File: config.mk
export PLATFORM = sky130hd
export DESIGN_NAME = board_top
export DESIGN_NICKNAME = d
export VERILOG_FILES = /design/src/verilog/board_cfg_pkg.sv /design/src/verilog/pad_pkg.sv /design/src/verilog/board_reset_ctrl.sv /design/src/verilog/board_top.sv /design/src/verilog/fan_pwm.sv /design/src/verilog/rtc_divider.sv /design/src/verilog/sd_spi_pads.sv
export SDC_FILE = /design/constraint.sdc
export NUM_CORES = 1
export LEC_CHECK = 0
export BUFFER_PORTS_ARGS = -buffer_cell sky130_fd_sc_hd__buf_2
export CAP_MARGIN = 30
export CORE_UTILIZATION = 55
export CTS_CLUSTER_SIZE = 16
export DETAILED_ROUTE_END_ITERATION = 10
export PLACE_DENSITY = 0.82
export SKIP_CTS_REPAIR_TIMING = 1
export SYNTH_ARGS = -nofsm -noshare
export SYNTH_HDL_FRONTEND = slang
export SYNTH_HIERARCHICAL = 1
export SYNTH_SLANG_ARGS = --single-unit
export TNS_END_PERCENT = 100
File: constraint.sdc
create_clock -name soc_clk -period 2.08 [get_ports soc_clk]
set_clock_uncertainty 0.05 [all_clocks]
set_input_delay 0.416 -clock soc_clk [delete_from_list [all_inputs] [get_ports soc_clk]]
set_output_delay 0.416 -clock soc_clk [all_outputs]
set_load 0.05 [all_outputs]
File: src/verilog/board_cfg_pkg.sv
// Board-level constants and state encodings; boot mode encoding must match the SoC boot ROM
package board_cfg_pkg;

  ////////////////////////////////////////////////////////////
  // Default timing of the board support blocks
  ////////////////////////////////////////////////////////////

  // soc_clk cycles per RTC half period, 50 MHz down to 1 MHz
  localparam int unsigned RtcHalfPeriodDefault = 32'd25;

  // Flop stages in the reset release synchronizer
  localparam int unsigned ResetStagesDefault = 32'd2;

  ////////////////////////////////////////////////////////////
  // Boot source selection
  ////////////////////////////////////////////////////////////

  // Same encoding as the two boot-mode DIP switches on the board
  typedef enum logic [1:0] {
    // Wait for the debugger to load a program
    BOOT_PASSIVE    = 2'd0,
    // SD card through the SPI host
    BOOT_SD         = 2'd1,
    // SPI NOR flash
    BOOT_SPI_FLASH  = 2'd2,
    // I2C EEPROM
    BOOT_I2C_EEPROM = 2'd3
  } boot_mode_e;

  ////////////////////////////////////////////////////////////
  // Reset sequencer
  ////////////////////////////////////////////////////////////

  // HOLD while any reset source is active,
  // SYNC while the release walks through the synchronizer,
  // RUN once the SoC is out of reset
  typedef enum logic [1:0] {
    RST_HOLD = 2'd0,
    RST_SYNC = 2'd1,
    RST_RUN  = 2'd2
  } rst_state_e;

endpackage

File: src/verilog/pad_pkg.sv
// Pin-level constants for fan and SD card pads; SD idle level assumes pull-ups on the socket
package pad_pkg;

  ////////////////////////////////////////////////////////////
  // Fan control
  ////////////////////////////////////////////////////////////

  // Width of the fan switch setting, also the PWM step counter width
  // (16 steps per frame for 4 bits)
  localparam int unsigned FanSettingWidth = 32'd4;

  // soc_clk cycles per PWM step
  localparam int unsigned FanPrescaleDefault = 32'd4;

  ////////////////////////////////////////////////////////////
  // SD card in SPI mode
  ////////////////////////////////////////////////////////////

  // Level driven on SCLK, DAT3 and CMD while the SPI host
  // does not enable the pin.
  // CS is active low, so high keeps the card deselected
  localparam logic SdIdleLevel = 1'b1;

endpackage

File: src/verilog/board_reset_ctrl.sv
// Assumes rst_n is debounced on the board; test_mode_i bypasses the synchronizer and must be static
`timescale 1ns/1ps

module board_reset_ctrl #(
  parameter int unsigned ResetStages = 2
) (
  input  logic                    soc_clk,
  input  logic                    rst_n,
  input  logic                    test_mode_i,
  input  logic                    vio_reset_i,
  input  logic                    vio_boot_sel_i,
  input  board_cfg_pkg::boot_mode_e boot_mode_i,
  input  board_cfg_pkg::boot_mode_e vio_boot_mode_i,
  output logic                    soc_rst_n_o,
  output board_cfg_pkg::boot_mode_e boot_mode_o
);

  logic [ResetStages-1:0] sync_d, sync_q;
  board_cfg_pkg::rst_state_e state_d, state_q;
  board_cfg_pkg::boot_mode_e boot_sel;
  board_cfg_pkg::boot_mode_e boot_mode_q;
  logic capture;

  ////////////////////////////////////////////////////////////
  // Release synchronizer
  ////////////////////////////////////////////////////////////

  // Probe reset clears the chain synchronously
  always_comb begin
    if (vio_reset_i) begin
      sync_d = '0;
    end else begin
      sync_d = ResetStages'({sync_q, 1'b1});
    end
  end

  // Test mode hands the board reset straight to the SoC
  assign soc_rst_n_o = test_mode_i ? rst_n : sync_q[ResetStages-1];

  ////////////////////////////////////////////////////////////
  // Sequencer and boot strap capture
  ////////////////////////////////////////////////////////////

  always_comb begin
    state_d = state_q;
    case (state_q)
      board_cfg_pkg::RST_HOLD,
      board_cfg_pkg::RST_SYNC: begin
        if (test_mode_i || sync_d[ResetStages-1]) begin
          state_d = board_cfg_pkg::RST_RUN;
        end else if (vio_reset_i) begin
          state_d = board_cfg_pkg::RST_HOLD;
        end else begin
          state_d = board_cfg_pkg::RST_SYNC;
        end
      end
      board_cfg_pkg::RST_RUN: begin
        if (!test_mode_i && vio_reset_i) begin
          state_d = board_cfg_pkg::RST_HOLD;
        end
      end
      default: state_d = board_cfg_pkg::RST_HOLD;
    endcase
  end

  // Straps are taken only on the edge that releases the SoC
  assign capture  = (state_q != board_cfg_pkg::RST_RUN) && (state_d == board_cfg_pkg::RST_RUN);
  assign boot_sel = vio_boot_sel_i ? vio_boot_mode_i : boot_mode_i;

  always_ff @(posedge soc_clk, negedge rst_n) begin
    if (!rst_n) begin
      sync_q      <= '0;
      state_q     <= board_cfg_pkg::RST_HOLD;
      boot_mode_q <= board_cfg_pkg::BOOT_PASSIVE;
    end else begin
      sync_q  <= sync_d;
      state_q <= state_d;
      if (capture) begin
        boot_mode_q <= boot_sel;
      end
    end
  end

  assign boot_mode_o = boot_mode_q;

endmodule

File: src/verilog/board_top.sv
// Board support around the SoC; clock wizard and SoC sit outside, all logic runs on soc_clk
`timescale 1ns/1ps

module board_top #(
  parameter int unsigned ResetStages   = board_cfg_pkg::ResetStagesDefault,
  parameter int unsigned RtcHalfPeriod = board_cfg_pkg::RtcHalfPeriodDefault,
  parameter int unsigned FanPrescale   = pad_pkg::FanPrescaleDefault
) (
  input  logic                              soc_clk,
  input  logic                              rst_n,
  input  logic                              test_mode_i,
  input  board_cfg_pkg::boot_mode_e         boot_mode_i,
  input  logic                              vio_reset_i,
  input  logic                              vio_boot_sel_i,
  input  board_cfg_pkg::boot_mode_e         vio_boot_mode_i,
  input  logic [pad_pkg::FanSettingWidth-1:0] fan_sw_i,
  input  logic                              spih_sck_i,
  input  logic                              spih_sck_en_i,
  input  logic                              spih_csb_i,
  input  logic                              spih_csb_en_i,
  input  logic                              spih_mosi_i,
  input  logic                              spih_mosi_en_i,
  input  logic                              sd_dat0_i,
  output logic                              soc_rst_n_o,
  output board_cfg_pkg::boot_mode_e         boot_mode_o,
  output logic                              rtc_o,
  output logic                              fan_pwm_o,
  output logic                              sd_sclk_o,
  output logic                              sd_dat3_o,
  output logic                              sd_cmd_o,
  output logic                              spih_miso_o
);

  ////////////////////////////////////////////////////////////
  // Reset and boot mode
  ////////////////////////////////////////////////////////////

  board_reset_ctrl #(
    .ResetStages ( ResetStages )
  ) i_board_reset_ctrl (
    .soc_clk         ( soc_clk         ),
    .rst_n           ( rst_n           ),
    .test_mode_i     ( test_mode_i     ),
    .vio_reset_i     ( vio_reset_i     ),
    .vio_boot_sel_i  ( vio_boot_sel_i  ),
    .boot_mode_i     ( boot_mode_i     ),
    .vio_boot_mode_i ( vio_boot_mode_i ),
    .soc_rst_n_o     ( soc_rst_n_o     ),
    .boot_mode_o     ( boot_mode_o     )
  );

  ////////////////////////////////////////////////////////////
  // Blocks running on the synchronized reset
  ////////////////////////////////////////////////////////////

  rtc_divider #(
    .RtcHalfPeriod ( RtcHalfPeriod )
  ) i_rtc_divider (
    .soc_clk ( soc_clk     ),
    .rst_n   ( soc_rst_n_o ),
    .rtc_o   ( rtc_o       )
  );

  fan_pwm #(
    .FanPrescale ( FanPrescale )
  ) i_fan_pwm (
    .soc_clk   ( soc_clk     ),
    .rst_n     ( soc_rst_n_o ),
    .fan_sw_i  ( fan_sw_i    ),
    .fan_pwm_o ( fan_pwm_o   )
  );

  sd_spi_pads i_sd_spi_pads (
    .soc_clk        ( soc_clk        ),
    .rst_n          ( soc_rst_n_o    ),
    .spih_sck_i     ( spih_sck_i     ),
    .spih_sck_en_i  ( spih_sck_en_i  ),
    .spih_csb_i     ( spih_csb_i     ),
    .spih_csb_en_i  ( spih_csb_en_i  ),
    .spih_mosi_i    ( spih_mosi_i    ),
    .spih_mosi_en_i ( spih_mosi_en_i ),
    .sd_dat0_i      ( sd_dat0_i      ),
    .sd_sclk_o      ( sd_sclk_o      ),
    .sd_dat3_o      ( sd_dat3_o      ),
    .sd_cmd_o       ( sd_cmd_o       ),
    .spih_miso_o    ( spih_miso_o    )
  );

endmodule

File: src/verilog/fan_pwm.sv
// Fan setting is taken once per frame; setting 0 stops the fan and full scale is 15 of 16 steps
`timescale 1ns/1ps

module fan_pwm #(
  parameter int unsigned FanPrescale = 4
) (
  input  logic                              soc_clk,
  input  logic                              rst_n,
  input  logic [pad_pkg::FanSettingWidth-1:0] fan_sw_i,
  output logic                              fan_pwm_o
);

  localparam int unsigned PreWidth = (FanPrescale > 1) ? $clog2(FanPrescale) : 1;
  localparam logic [PreWidth-1:0] PreLast = PreWidth'(FanPrescale - 1);

  logic [PreWidth-1:0]                 pre_d, pre_q;
  logic [pad_pkg::FanSettingWidth-1:0] step_d, step_q;
  logic [pad_pkg::FanSettingWidth-1:0] setting_d, setting_q;
  logic                                step_tick;
  logic                                pwm_q;

  assign step_tick = (pre_q == PreLast);

  always_comb begin
    pre_d     = step_tick ? '0 : pre_q + 1'b1;
    step_d    = step_q;
    setting_d = setting_q;
    if (step_tick) begin
      step_d = step_q + 1'b1;
      // Last step wraps to a new frame
      if (&step_q) begin
        setting_d = fan_sw_i;
      end
    end
  end

  // Step counter starts on the last step so the first frame
  // begins one prescale period after reset
  always_ff @(posedge soc_clk, negedge rst_n) begin
    if (!rst_n) begin
      pre_q     <= '0;
      step_q    <= '1;
      setting_q <= '0;
      pwm_q     <= 1'b0;
    end else begin
      pre_q     <= pre_d;
      step_q    <= step_d;
      setting_q <= setting_d;
      pwm_q     <= (step_d < setting_d);
    end
  end

  assign fan_pwm_o = pwm_q;

endmodule

File: src/verilog/rtc_divider.sv
// RtcHalfPeriod must be at least 1; rtc_o is a divided data signal, not a clock net
`timescale 1ns/1ps

module rtc_divider #(
  parameter int unsigned RtcHalfPeriod = 25
) (
  input  logic soc_clk,
  input  logic rst_n,
  output logic rtc_o
);

  localparam int unsigned CntWidth = (RtcHalfPeriod > 1) ? $clog2(RtcHalfPeriod) : 1;
  localparam logic [CntWidth-1:0] CntLast = CntWidth'(RtcHalfPeriod - 1);

  logic [CntWidth-1:0] cnt_d, cnt_q;
  logic                rtc_d, rtc_q;

  // Wrap at the end of each half period and flip the output
  always_comb begin
    cnt_d = cnt_q + 1'b1;
    rtc_d = rtc_q;
    if (cnt_q == CntLast) begin
      cnt_d = '0;
      rtc_d = ~rtc_q;
    end
  end

  always_ff @(posedge soc_clk, negedge rst_n) begin
    if (!rst_n) begin
      cnt_q <= '0;
      rtc_q <= 1'b0;
    end else begin
      cnt_q <= cnt_d;
      rtc_q <= rtc_d;
    end
  end

  assign rtc_o = rtc_q;

endmodule

File: src/verilog/sd_spi_pads.sv
// SD card used in SPI mode only; DAT1, DAT2 and card reset are tied off outside this block
`timescale 1ns/1ps

module sd_spi_pads (
  input  logic soc_clk,
  input  logic rst_n,
  input  logic spih_sck_i,
  input  logic spih_sck_en_i,
  input  logic spih_csb_i,
  input  logic spih_csb_en_i,
  input  logic spih_mosi_i,
  input  logic spih_mosi_en_i,
  input  logic sd_dat0_i,
  output logic sd_sclk_o,
  output logic sd_dat3_o,
  output logic sd_cmd_o,
  output logic spih_miso_o
);

  // Pin order is {CMD, DAT3, SCLK}
  logic [2:0] pin_val;
  logic [2:0] pin_en;
  logic [2:0] pin_d, pin_q;
  logic       miso_q;

  assign pin_val = {spih_mosi_i, spih_csb_i, spih_sck_i};
  assign pin_en  = {spih_mosi_en_i, spih_csb_en_i, spih_sck_en_i};

  // Disabled pins float to the idle level
  always_comb begin
    for (int i = 0; i < 3; i++) begin
      pin_d[i] = pin_en[i] ? pin_val[i] : pad_pkg::SdIdleLevel;
    end
  end

  ////////////////////////////////////////////////////////////
  // Pad registers, meant to be packed into the IOBs
  ////////////////////////////////////////////////////////////

  always_ff @(posedge soc_clk, negedge rst_n) begin
    if (!rst_n) begin
      pin_q  <= {3{pad_pkg::SdIdleLevel}};
      miso_q <= 1'b0;
    end else begin
      pin_q  <= pin_d;
      miso_q <= sd_dat0_i;
    end
  end

  assign sd_sclk_o   = pin_q[0];
  assign sd_dat3_o   = pin_q[1];
  assign sd_cmd_o    = pin_q[2];
  // Card drives MISO on DAT0
  assign spih_miso_o = miso_q;

endmodule
==> flow_summary.ini, run 1 <==
[timing]
worst_pin_slew_ns = 0.283
maxSlewHeadroom_pct = 81.1
fmax_mhz = 492
slew_viol_final = 0
hold_viol = 0
setup_tns_ns = 0
post-route-period-util_pct = 97.7
rsz0062_at_grt = yes
setup_viol = 0
fin_crit_ns = 2.03

[yosys]
synth_async_sr_flop_share_pct = 100
avgSynthCellArea_um2 = 13.4
synth_edf_count = 0
ys_seq_elements = 27
synthFlopType = dfrtp_1
synth_cell_types = 28
yosys-top-cells-area = dfrtp_1 (42%), dfstp_2 (16%), ha_1 (7.4%)
ys_top_cells_by_count = dfrtp_1 (20), dfstp_2 (7), ha_1 (7), inv_1 (7)
synth_top_area_cell = dfrtp_1
netlist_area_um2 = 1180
ys_warn_count = 6
yosys.area.top_type_share_pct = 42.5
ys_seq_area_share_pct = 58.1
synth_cells = 88
synth.most_common_cell = dfrtp_1
synth_nets = 115

[clock_tree]
clk_latency_ns = 0.32
htreeDepth = 1
clockBufferDepth = 2
clk_pin_slew_ns = 0.14
numCtsBuffers = 3
clock-sinks = 27
cts_tree = yes
clockRootBuffer = clkbuf_4

[critical_path]
cp.required_ns = 2.31
crit_family = flip-flops
arrival_ns = 2.26
startpoint = i_fan_pwm/step_q[0]$_DFF_PN1_
critPathBufInv = 1
cp-end-kind = flip-flop
cp.depth = 8
crit_type = flip-flop to flip-flop
crit_chain = ha_4, nand4_4, mux2_2, inv_2, ha_4, a211o_1, nor2_1, a21o_1
critPathMaxFanout = 2
slowest_delay_ns = 0.59
regToRegEndpoint = i_fan_pwm/fan_pwm_o$_DFF_PN0_
crit_end = i_fan_pwm/fan_pwm_o$_DFF_PN0_
cp-start-kind = flip-flop
cp_common_cell = ha_4
worst_r2r_path_depth = 8
crit_slowest_cell = dfstp_2
rrSetupSlack_ns = 0.05
rr_startpoint = i_fan_pwm/step_q[0]$_DFF_PN1_

[global_routing]
grt_start_max_net_pins = 22
grt_usage_pct = 19.9
grt_overflow = 0
grt_pass1_vias = 720
antenna_found_initial = 0
grt_pass1_wl_mm = 3.01

[detailed_routing]
wire_per_inst_um = 14.3
vias = 794
drc = 0
first_pass_iters = 2
drt_wl_total_mm = 2.21
postRouteAntennaNets = 0
drt_iter0_markers = 2
drt-vias-per-instance = 5.16

[power]
ir_worst_vdd_mv = 0.545
powerDensity_nw_per_um2 = 633
p_leak_nw = 0.725

[final_layout]
area_growth_pct = 27.7
layout-drive-gt1-share_pct = 51.2
fin_area_um2 = 1510
antenna_cells = 0
layout.nets = 155

[placement]
place.port_buffers = 28
placed_area_um2 = 1380
detailedPlacementHpwl_mm = 1.65
gp_congestion = 0.738

[floorplan]
coreArea_um2 = 1980
start_util_pct = 59.5
row_count = 16
fp.dieW_um = 48.3
die_area_um2 = 2330
ios = 29
fp.dieH_um = 48.3

[hold_path]
hold_path_class = input port to flip-flop

[status]
status = completed

[flow_run]
maxCapViolCount = 0
cell usage in the layout (no fill, tap or decap), drive strengths merged:
master and count:
mux2i 2, ha 7, dfrtp 20, xor2 2, nor2 4, o21a 1
dlygate4sd3 1, buf 34, a31oi 1, a211o 1, clkinv 1, nand2 5
a2bb2oi 1, o22ai 1, mux2 9, nor4 1, inv 7, clkbuf 3
a21o 1, nand3 3, nand4 2, a22o 1, nand2b 3, dfstp 7
o21ai 3, and2b 1, o21ba 1, xnor2 3, nor2b 1
routing by layer:
layer / part of all wire [%] / global-route usage (%) / vias up
met5: 0 / 0 / -
met4: 1.4 / 8.33 / 0
met3: 2.9 / 5.93 / 4
met2: 56 / 34.1 / 12
met1: 39 / 23.0 / 397
li1: - / - / 381
how the worst min path moves through the flow:
| stage | start | to | depth (start not counted) |
|---|---|---|---|
| 3_5_place_dp | rst_n | i_board_reset_ctrl/boot_mode_o[0]$_DFFE_PN0P_ | 1 |
| 6_report | sd_dat0_i | i_sd_spi_pads/spih_miso_o$_DFF_PN0_ | 1 |
| 3_3_place_gp | rst_n | i_board_reset_ctrl/sync_q[0]$_DFF_PN0_ | 1 |
| 5_1_grt | sd_dat0_i | i_sd_spi_pads/spih_miso_o$_DFF_PN0_ | 1 |
| 4_1_cts | rst_n | i_board_reset_ctrl/state_q[0]$_DFF_PN0_ | 1 |
| 2_1_floorplan | rst_n | i_board_reset_ctrl/boot_mode_o[0]$_DFFE_PN0P_ | 0 |
sequential cells by signal, summed over array words and instances (netlist names):
name	count
i_fan_pwm/pre_q	2
i_board_reset_ctrl/sync_q	2
i_board_reset_ctrl/boot_mode_o	2
i_rtc_divider/cnt_q	5
i_sd_spi_pads/spih_miso_o	1
i_board_reset_ctrl/state_q	2
i_sd_spi_pads/pin_q	3
i_fan_pwm/setting_q	4
i_fan_pwm/step_q	4
i_rtc_divider/rtc_o	1
i_fan_pwm/fan_pwm_o	1
final cells by class:
type / count / area (um2)
clock buffers: 3 / 22.5
clock inverters: 1 / 5.00
fillers: 123 / 477
inverters: 7 / 26.3
multi-input cells: 54 / 534
flip-flops and latches: 27 / 684
well taps: 27 / 33.8
repair buffers: 35 / 199
logic make-up after synthesis:
| kind of cell | Yosys count | synth area share [%] |
|---|---|---|
| AOI/OAI and AO/OA | 11 | 7.22 |
| xor gates and xnor gates | 5 | 3.72 |
| adders and majority gates | 7 | 7.43 |
| buffers and inverters | 7 | 2.23 |
| DFF | 27 | 58.1 |
| muxes | 11 | 11.3 |
| and+or+nand+nor | 20 | 10.1 |
through the flow:
stage / hold WS, ns / cells / power (mW) / worst slack, ns / util, %
CTS: -0.159 / 150 / 0.955 / -0.0955 / 70.8
finish: 0.134 / 154 / 0.953 / 0.0487 / 75.9
floorplan: 0.0704 / 88 / 0.682 / 0.0299 / -
global placement: 0.195 / 146 / 0.727 / 0.0468 / 69.4
global route: 0.131 / 154 / 0.992 / -0.0154 / 75.9
detailed placement: 0.197 / 146 / 0.736 / -0.0657 / 69.4
where the power goes:
part | total [mW] | internal (mW) | switching (mW)
Sequential | 0.561 | 0.551 | 0.0107
Combinational | 0.172 | 0.0643 | 0.107
Clock | 0.220 | 0.0720 | 0.148
(Power assumes the default switching activity.)
==> inputs of run 2 (changes only) <==
--- a/config.mk
+++ b/config.mk
@@ -7,10 +7,10 @@
 export LEC_CHECK = 0
 export BUFFER_PORTS_ARGS = -buffer_cell sky130_fd_sc_hd__buf_2
 export CAP_MARGIN = 30
-export CORE_UTILIZATION = 55
+export CORE_UTILIZATION = 54
 export CTS_CLUSTER_SIZE = 16
 export DETAILED_ROUTE_END_ITERATION = 10
-export PLACE_DENSITY = 0.82
+export PLACE_DENSITY = 0.81
 export SKIP_CTS_REPAIR_TIMING = 1
 export SYNTH_ARGS = -nofsm -noshare
 export SYNTH_HDL_FRONTEND = slang
==> run 2 against run 1 <==
  * First-iteration DRC count grew 100%
  * Power is 0.96% higher
  * Die area up 1.8%
  * Clock power rose by 3%
  * Setup slack lost 0.018 ns
  * Via count increased by 1.0%
  * Cell count stayed put
==> flow_summary.ini, run 2 (same netlist as run 1, synthesis figures left out) <==
[timing]
fin_crit_ns = 2.05
setup_tns_ns = 0
post-route-period-util_pct = 98.5
slew_viol_final = 0
maxSlewHeadroom_pct = 80.1
worst_pin_slew_ns = 0.297
setup_viol = 0
fmax_mhz = 488
rsz0062_at_grt = yes
hold_viol = 0

[clock_tree]
numCtsBuffers = 3
clock-sinks = 27
htreeDepth = 1
clockBufferDepth = 2
cts_tree = yes
clockRootBuffer = clkbuf_4
clk_pin_slew_ns = 0.14
clk_latency_ns = 0.33

[final_layout]
area_growth_pct = 26.0
final_common_cell = buf_2
fillers = 134
reg_top3 = i_rtc_divider/cnt_q x5, i_fan_pwm/setting_q x4, i_fan_pwm/step_q x4
layout.nets = 155
mostFrequentLayoutCells = buf_2 (28), dfrtp_1 (20), dfstp_2 (7)
fin_util_pct = 74.2
layout-drive-gt1-share_pct = 49.6
antenna_cells = 0
final_cells = 154
largest_reg_flops = 5
largest-register = i_rtc_divider/cnt_q

[detailed_routing]
drc = 0
vias = 802
drt_iter0_markers = 4
first_pass_iters = 4
drt_wl_total_mm = 2.38
wire_per_inst_um = 15.4
postRouteAntennaNets = 0
drt-vias-per-instance = 5.21

[floorplan]
row_count = 16
start_util_pct = 58.9
fp.dieW_um = 48.7
die_area_um2 = 2370
fp.dieH_um = 48.7
ios = 29
coreArea_um2 = 2000

[global_routing]
grt_pass1_wl_mm = 3.48
antenna_found_initial = 0
grt-busiest-layer = met2
grt_usage_pct = 19.4
grt_pass1_vias = 846
grt_overflow = 0
use_met3_pct = 2.83
grt_util_met2_pct = 35.6
grt_util_met1_pct = 21.8
grt_start_max_net_pins = 22

[placement]
dp.cells = 146
detailedPlacementHpwl_mm = 1.57
place.port_buffers = 28
gp_congestion = 0.797

[critical_path]
arrival_ns = 2.27
critPathMaxFanout = 3
cp.required_ns = 2.31
cp-start-kind = flip-flop
crit_type = flip-flop to flip-flop
crit_slowest_cell = dfstp_2
slowest_delay_ns = 0.59
cp-end-kind = flip-flop
worst_r2r_path_depth = 9
crit_chain = ha_4, nand4_4, buf_6, mux2_2, inv_1, ha_1, a211o_1, o22ai_2, a21o_1

[power]
ir_worst_vdd_mv = 0.591
powerDensity_nw_per_um2 = 648
p_leak_nw = 0.730

[status]
status = completed

[hold_path]
hold_path_class = input port to async pin

[flow_run]
maxCapViolCount = 0
==> run 2: path summary, 6_finish.rpt <==
kind / slack (ns) / endpoint / from
setup reg to reg: 0.03 / i_fan_pwm/fan_pwm_o$_DFF_PN0_ / i_fan_pwm/step_q[1]$_DFF_PN1_
setup / recovery: 0.03 / i_fan_pwm/fan_pwm_o$_DFF_PN0_ / i_fan_pwm/step_q[1]$_DFF_PN1_
hold reg to reg: 0.30 / i_fan_pwm/setting_q[1]$_DFF_PN0_ / i_board_reset_ctrl/sync_q[1]$_DFF_PN0_
hold / removal: 0.14 / i_fan_pwm/setting_q[1]$_DFF_PN0_ / rst_n
max in group asynchronous: 1.31 / i_board_reset_ctrl/boot_mode_o[0]$_DFFE_PN0P_ / rst_n
min in group soc_clk: 0.15 / i_sd_spi_pads/spih_miso_o$_DFF_PN0_ / sd_dat0_i
==> run 2: power breakdown <==
group | internal [mW] | switching [mW]
clock network | 0.0753 | 0.151
logic | 0.0646 | 0.110
registers | 0.551 | 0.0100
==> run 2: final cells by class <==
| cell class | count | area, um2 | area share (%) |
|---|---|---|---|
| sequential | 27 | 684 | 46.1 |
| timing repair buffer | 35 | 199 | 13.4 |
| multi-input combinational | 54 | 515 | 34.7 |
| clock buffer | 4 | 26.3 | 1.77 |
| tap | 27 | 33.8 | 2.27 |
| inverter | 7 | 26.3 | 1.77 |
==> run 2: per-stage QoR <==
stage / hold WS [ns] / power (mW) / area (um2) / setup WS (ns)
4_1_cts: -0.156 / 0.956 / 1400 / -0.0862
3_5_place_dp: 0.206 / 0.735 / 1380 / -0.0482
3_3_place_gp: 0.198 / 0.729 / 1380 / 0.0451
6_report: 0.143 / 0.962 / 1490 / 0.0304
2_1_floorplan: 0.0704 / 0.682 / 1180 / 0.0299
5_1_grt: 0.131 / 1.01 / 1490 / -0.0645
==> run 2: worst max-delay path, delay by kind of cell, from the launching register on <==
family                   cells  cell delay, ns
AO/OA/AOI/OAI                3            0.49
adder cells (fa/ha/maj)      2            0.33
buffers and inverters        2            0.19
flip-flops                   1            0.59
multiplexers                 1            0.25
AND/OR/NAND/NOR              1            0.08
==> run 2: per-layer routing <==
layer  routed length [um]  vias to the layer above
li1                     -                      384
met2                 1250                       20
met5                    0                        -
met1                 1010                      391
met3                   53                        7
met4                   62                        0
==> inputs of run 3 (changes only) <==
--- a/config.mk
+++ b/config.mk
@@ -5,12 +5,12 @@
 export SDC_FILE = /design/constraint.sdc
 export NUM_CORES = 1
 export LEC_CHECK = 0
-export BUFFER_PORTS_ARGS = -buffer_cell sky130_fd_sc_hd__buf_2
 export CAP_MARGIN = 30
 export CORE_UTILIZATION = 54
 export CTS_CLUSTER_SIZE = 16
 export DETAILED_ROUTE_END_ITERATION = 10
-export PLACE_DENSITY = 0.81
+export DONT_BUFFER_PORTS = 1
+export PLACE_DENSITY = 0.69
 export SKIP_CTS_REPAIR_TIMING = 1
 export SYNTH_ARGS = -nofsm -noshare
 export SYNTH_HDL_FRONTEND = slang
==> run 3 against run 2 <==
  * Cell count decreased by 19%
  * Global-route usage decreased by 3.5 points
  * Largest cell class unchanged
  * Sequential share of layout area increased by 5.7 points
  * Critical path depth decreased by 1
  * Power decreased by 5.9%
  * Highest routed layer is now met3
  * Combinational power decreased by 57%
  * Sequential power increased by 10%
  * Die area unchanged
  * Cell area decreased by 11%
  * Hold slack got worse by 0.074 ns
  * Sequential cell count unchanged
  * Critical endpoint unchanged
  * Setup slack improved by 0.038 ns
==> flow_summary.ini, run 3 (same netlist as run 1, synthesis figures left out) <==
[critical_path]
regToRegEndpoint = i_fan_pwm/fan_pwm_o$_DFF_PN0_
cp-end-kind = flip-flop
cp-start-kind = flip-flop
crit_type = flip-flop to flip-flop
rrSetupSlack_ns = 0.07
arrival_ns = 2.22
worst_r2r_path_depth = 8
startpoint = i_fan_pwm/step_q[1]$_DFF_PN1_
crit_end = i_fan_pwm/fan_pwm_o$_DFF_PN0_
rr_startpoint = i_fan_pwm/step_q[1]$_DFF_PN1_
critPathMaxFanout = 3
cp.required_ns = 2.29

[global_routing]
grt_start_max_net_pins = 16
antenna_found_initial = 0
grt_overflow = 0
grt_pass1_wl_mm = 2.90
grt_pass1_vias = 677
grt_usage_pct = 15.9

[detailed_routing]
met1_length_um = 796
drc = 0
drt_iter0_markers = 2
wl_met3_um = 77
vias = 670
drt-vias-per-instance = 5.36
wire_per_inst_um = 14.0
postRouteAntennaNets = 0
drt_wl_total_mm = 1.75
highest_layer = met3
first_pass_iters = 2
dr_wl_met2_um = 873

[clock_tree]
cts_tree = yes
clk_pin_slew_ns = 0.13
htreeDepth = 1
clockBufferDepth = 2
clk_latency_ns = 0.31
numCtsBuffers = 3
clock-sinks = 27
clockRootBuffer = clkbuf_4

[power]
ir_worst_vdd_mv = 0.642
power.internal_uw = 662
report.power.total_uw = 906
p_seq_share_pct = 68.3
p_leak_nw = 0.612
powerDensity_nw_per_um2 = 685
p_sw_share_pct = 26.9
p_clk_share_pct = 23.3
p_sw_uw = 243
power_frac_comb_pct = 8.3

[timing]
setup_viol = 0
post-route-period-util_pct = 96.7
fin_crit_ns = 2.01
fmax_mhz = 497
rsz0062_at_grt = no
maxSlewHeadroom_pct = 65.9
slew_viol_final = 0
worst_pin_slew_ns = 0.511
hold_viol = 0

[final_layout]
reg_top3 = i_rtc_divider/cnt_q x5, i_fan_pwm/setting_q x4, i_fan_pwm/step_q x4
layout.nets = 126
fin_area_um2 = 1320
mostFrequentLayoutCells = dfrtp_1 (20), dfstp_2 (7), inv_1 (6)
largest_reg_flops = 5
layout-drive-gt1-share_pct = 32.7
antenna_cells = 0
area_growth_pct = 12.2
largest-register = i_rtc_divider/cnt_q
final_common_cell = dfrtp_1

[placement]
place.port_buffers = 0
placed_area_um2 = 1240
detailedPlacementHpwl_mm = 1.35
gp_congestion = 0.689

[floorplan]
fp.dieW_um = 48.7
start_util_pct = 58.9
ios = 29
die_area_um2 = 2370
coreArea_um2 = 2000
fp.dieH_um = 48.7
row_count = 16

[flow_run]
maxCapViolCount = 0

[hold_path]
hold_path_class = input port to flip-flop

[status]
status = completed
==> run 3: cell types whose count changed in the layout (fill, tap and decap cells not counted) <==
cell,before,now
ha_1,3,5
ha_2,2,1
o22ai_1,0,1
buf_2,28,0
xnor2_1,2,3
o22ai_2,1,0
mux2i_1,2,1
clkinv_2,0,1
xnor2_2,1,0
mux2i_4,0,1
ha_4,2,1
clkbuf_1,1,0
buf_4,5,4
==> run 3: critical path, stage by stage, from the launching register on <==
cell and delay, ns:
dfstp_2 0.60, ha_4 0.15, nand4_4 0.08, mux2_4 0.32, inv_2 0.05, ha_1 0.22
a211o_1 0.27, o22ai_1 0.12, a21o_1 0.10
==> run 3: how the worst min path moves through the flow <==
stage,start,end,slack (ns),cells after the start
2_1_floorplan,rst_n,i_board_reset_ctrl/boot_mode_o[0]$_DFFE_PN0P_,0.07,0
3_3_place_gp,rst_n,i_board_reset_ctrl/sync_q[0]$_DFF_PN0_,0.07,0
3_5_place_dp,rst_n,i_board_reset_ctrl/sync_q[0]$_DFF_PN0_,0.07,0
4_1_cts,rst_n,i_board_reset_ctrl/state_q[1]$_DFF_PN0_,-0.29,0
5_1_grt,sd_dat0_i,i_sd_spi_pads/spih_miso_o$_DFF_PN0_,0.03,0
6_report,sd_dat0_i,i_sd_spi_pads/spih_miso_o$_DFF_PN0_,0.07,0
==> run 3: layer usage <==
metal / vias to the layer above / track usage (%)
met3: 0 / 4.09
li1: 323 / -
met1: 329 / 20.5
met5: - / 0
met4: 0 / 5.88
met2: 18 / 25.7
==> run 3: final cells by class <==
class                      instances  area [um2]
multi-input combinational         54         499
tap                               27        33.8
clock buffer                       3        22.5
clock inverter                     1        5.00
timing repair buffer               6        51.3
fill                             155         679
inverter                           7        26.3
sequential                        27         684
==> run 3: stage by stage <==
stage                     utilization, %  instances  hold slack [ns]  setup slack [ns]  TNS (ns)
after detailed placement            62.1        119           0.0705          -0.00995  -0.00995
final                               66.1        125           0.0690            0.0687         0
after global routing                66.1        125           0.0290           0.00194         0
after global placement              62.1        119           0.0705            0.0425         0
after CTS                           63.4        123           -0.288           -0.0385   -0.0385
after floorplan                        -         88           0.0704            0.0299         0
==> run 3: power by group through the flow <==
| stage | Combinational, mW | Sequential [mW] | Clock (mW) |
|---|---|---|---|
| after global routing | 0.0835 | 0.622 | 0.241 |
| after floorplan | 0.0577 | 0.624 | 0 |
| after detailed placement | 0.0716 | 0.628 | 0 |
| after global placement | 0.0687 | 0.628 | 0 |
| final | 0.0756 | 0.619 | 0.211 |
| after CTS | 0.0721 | 0.619 | 0.221 |
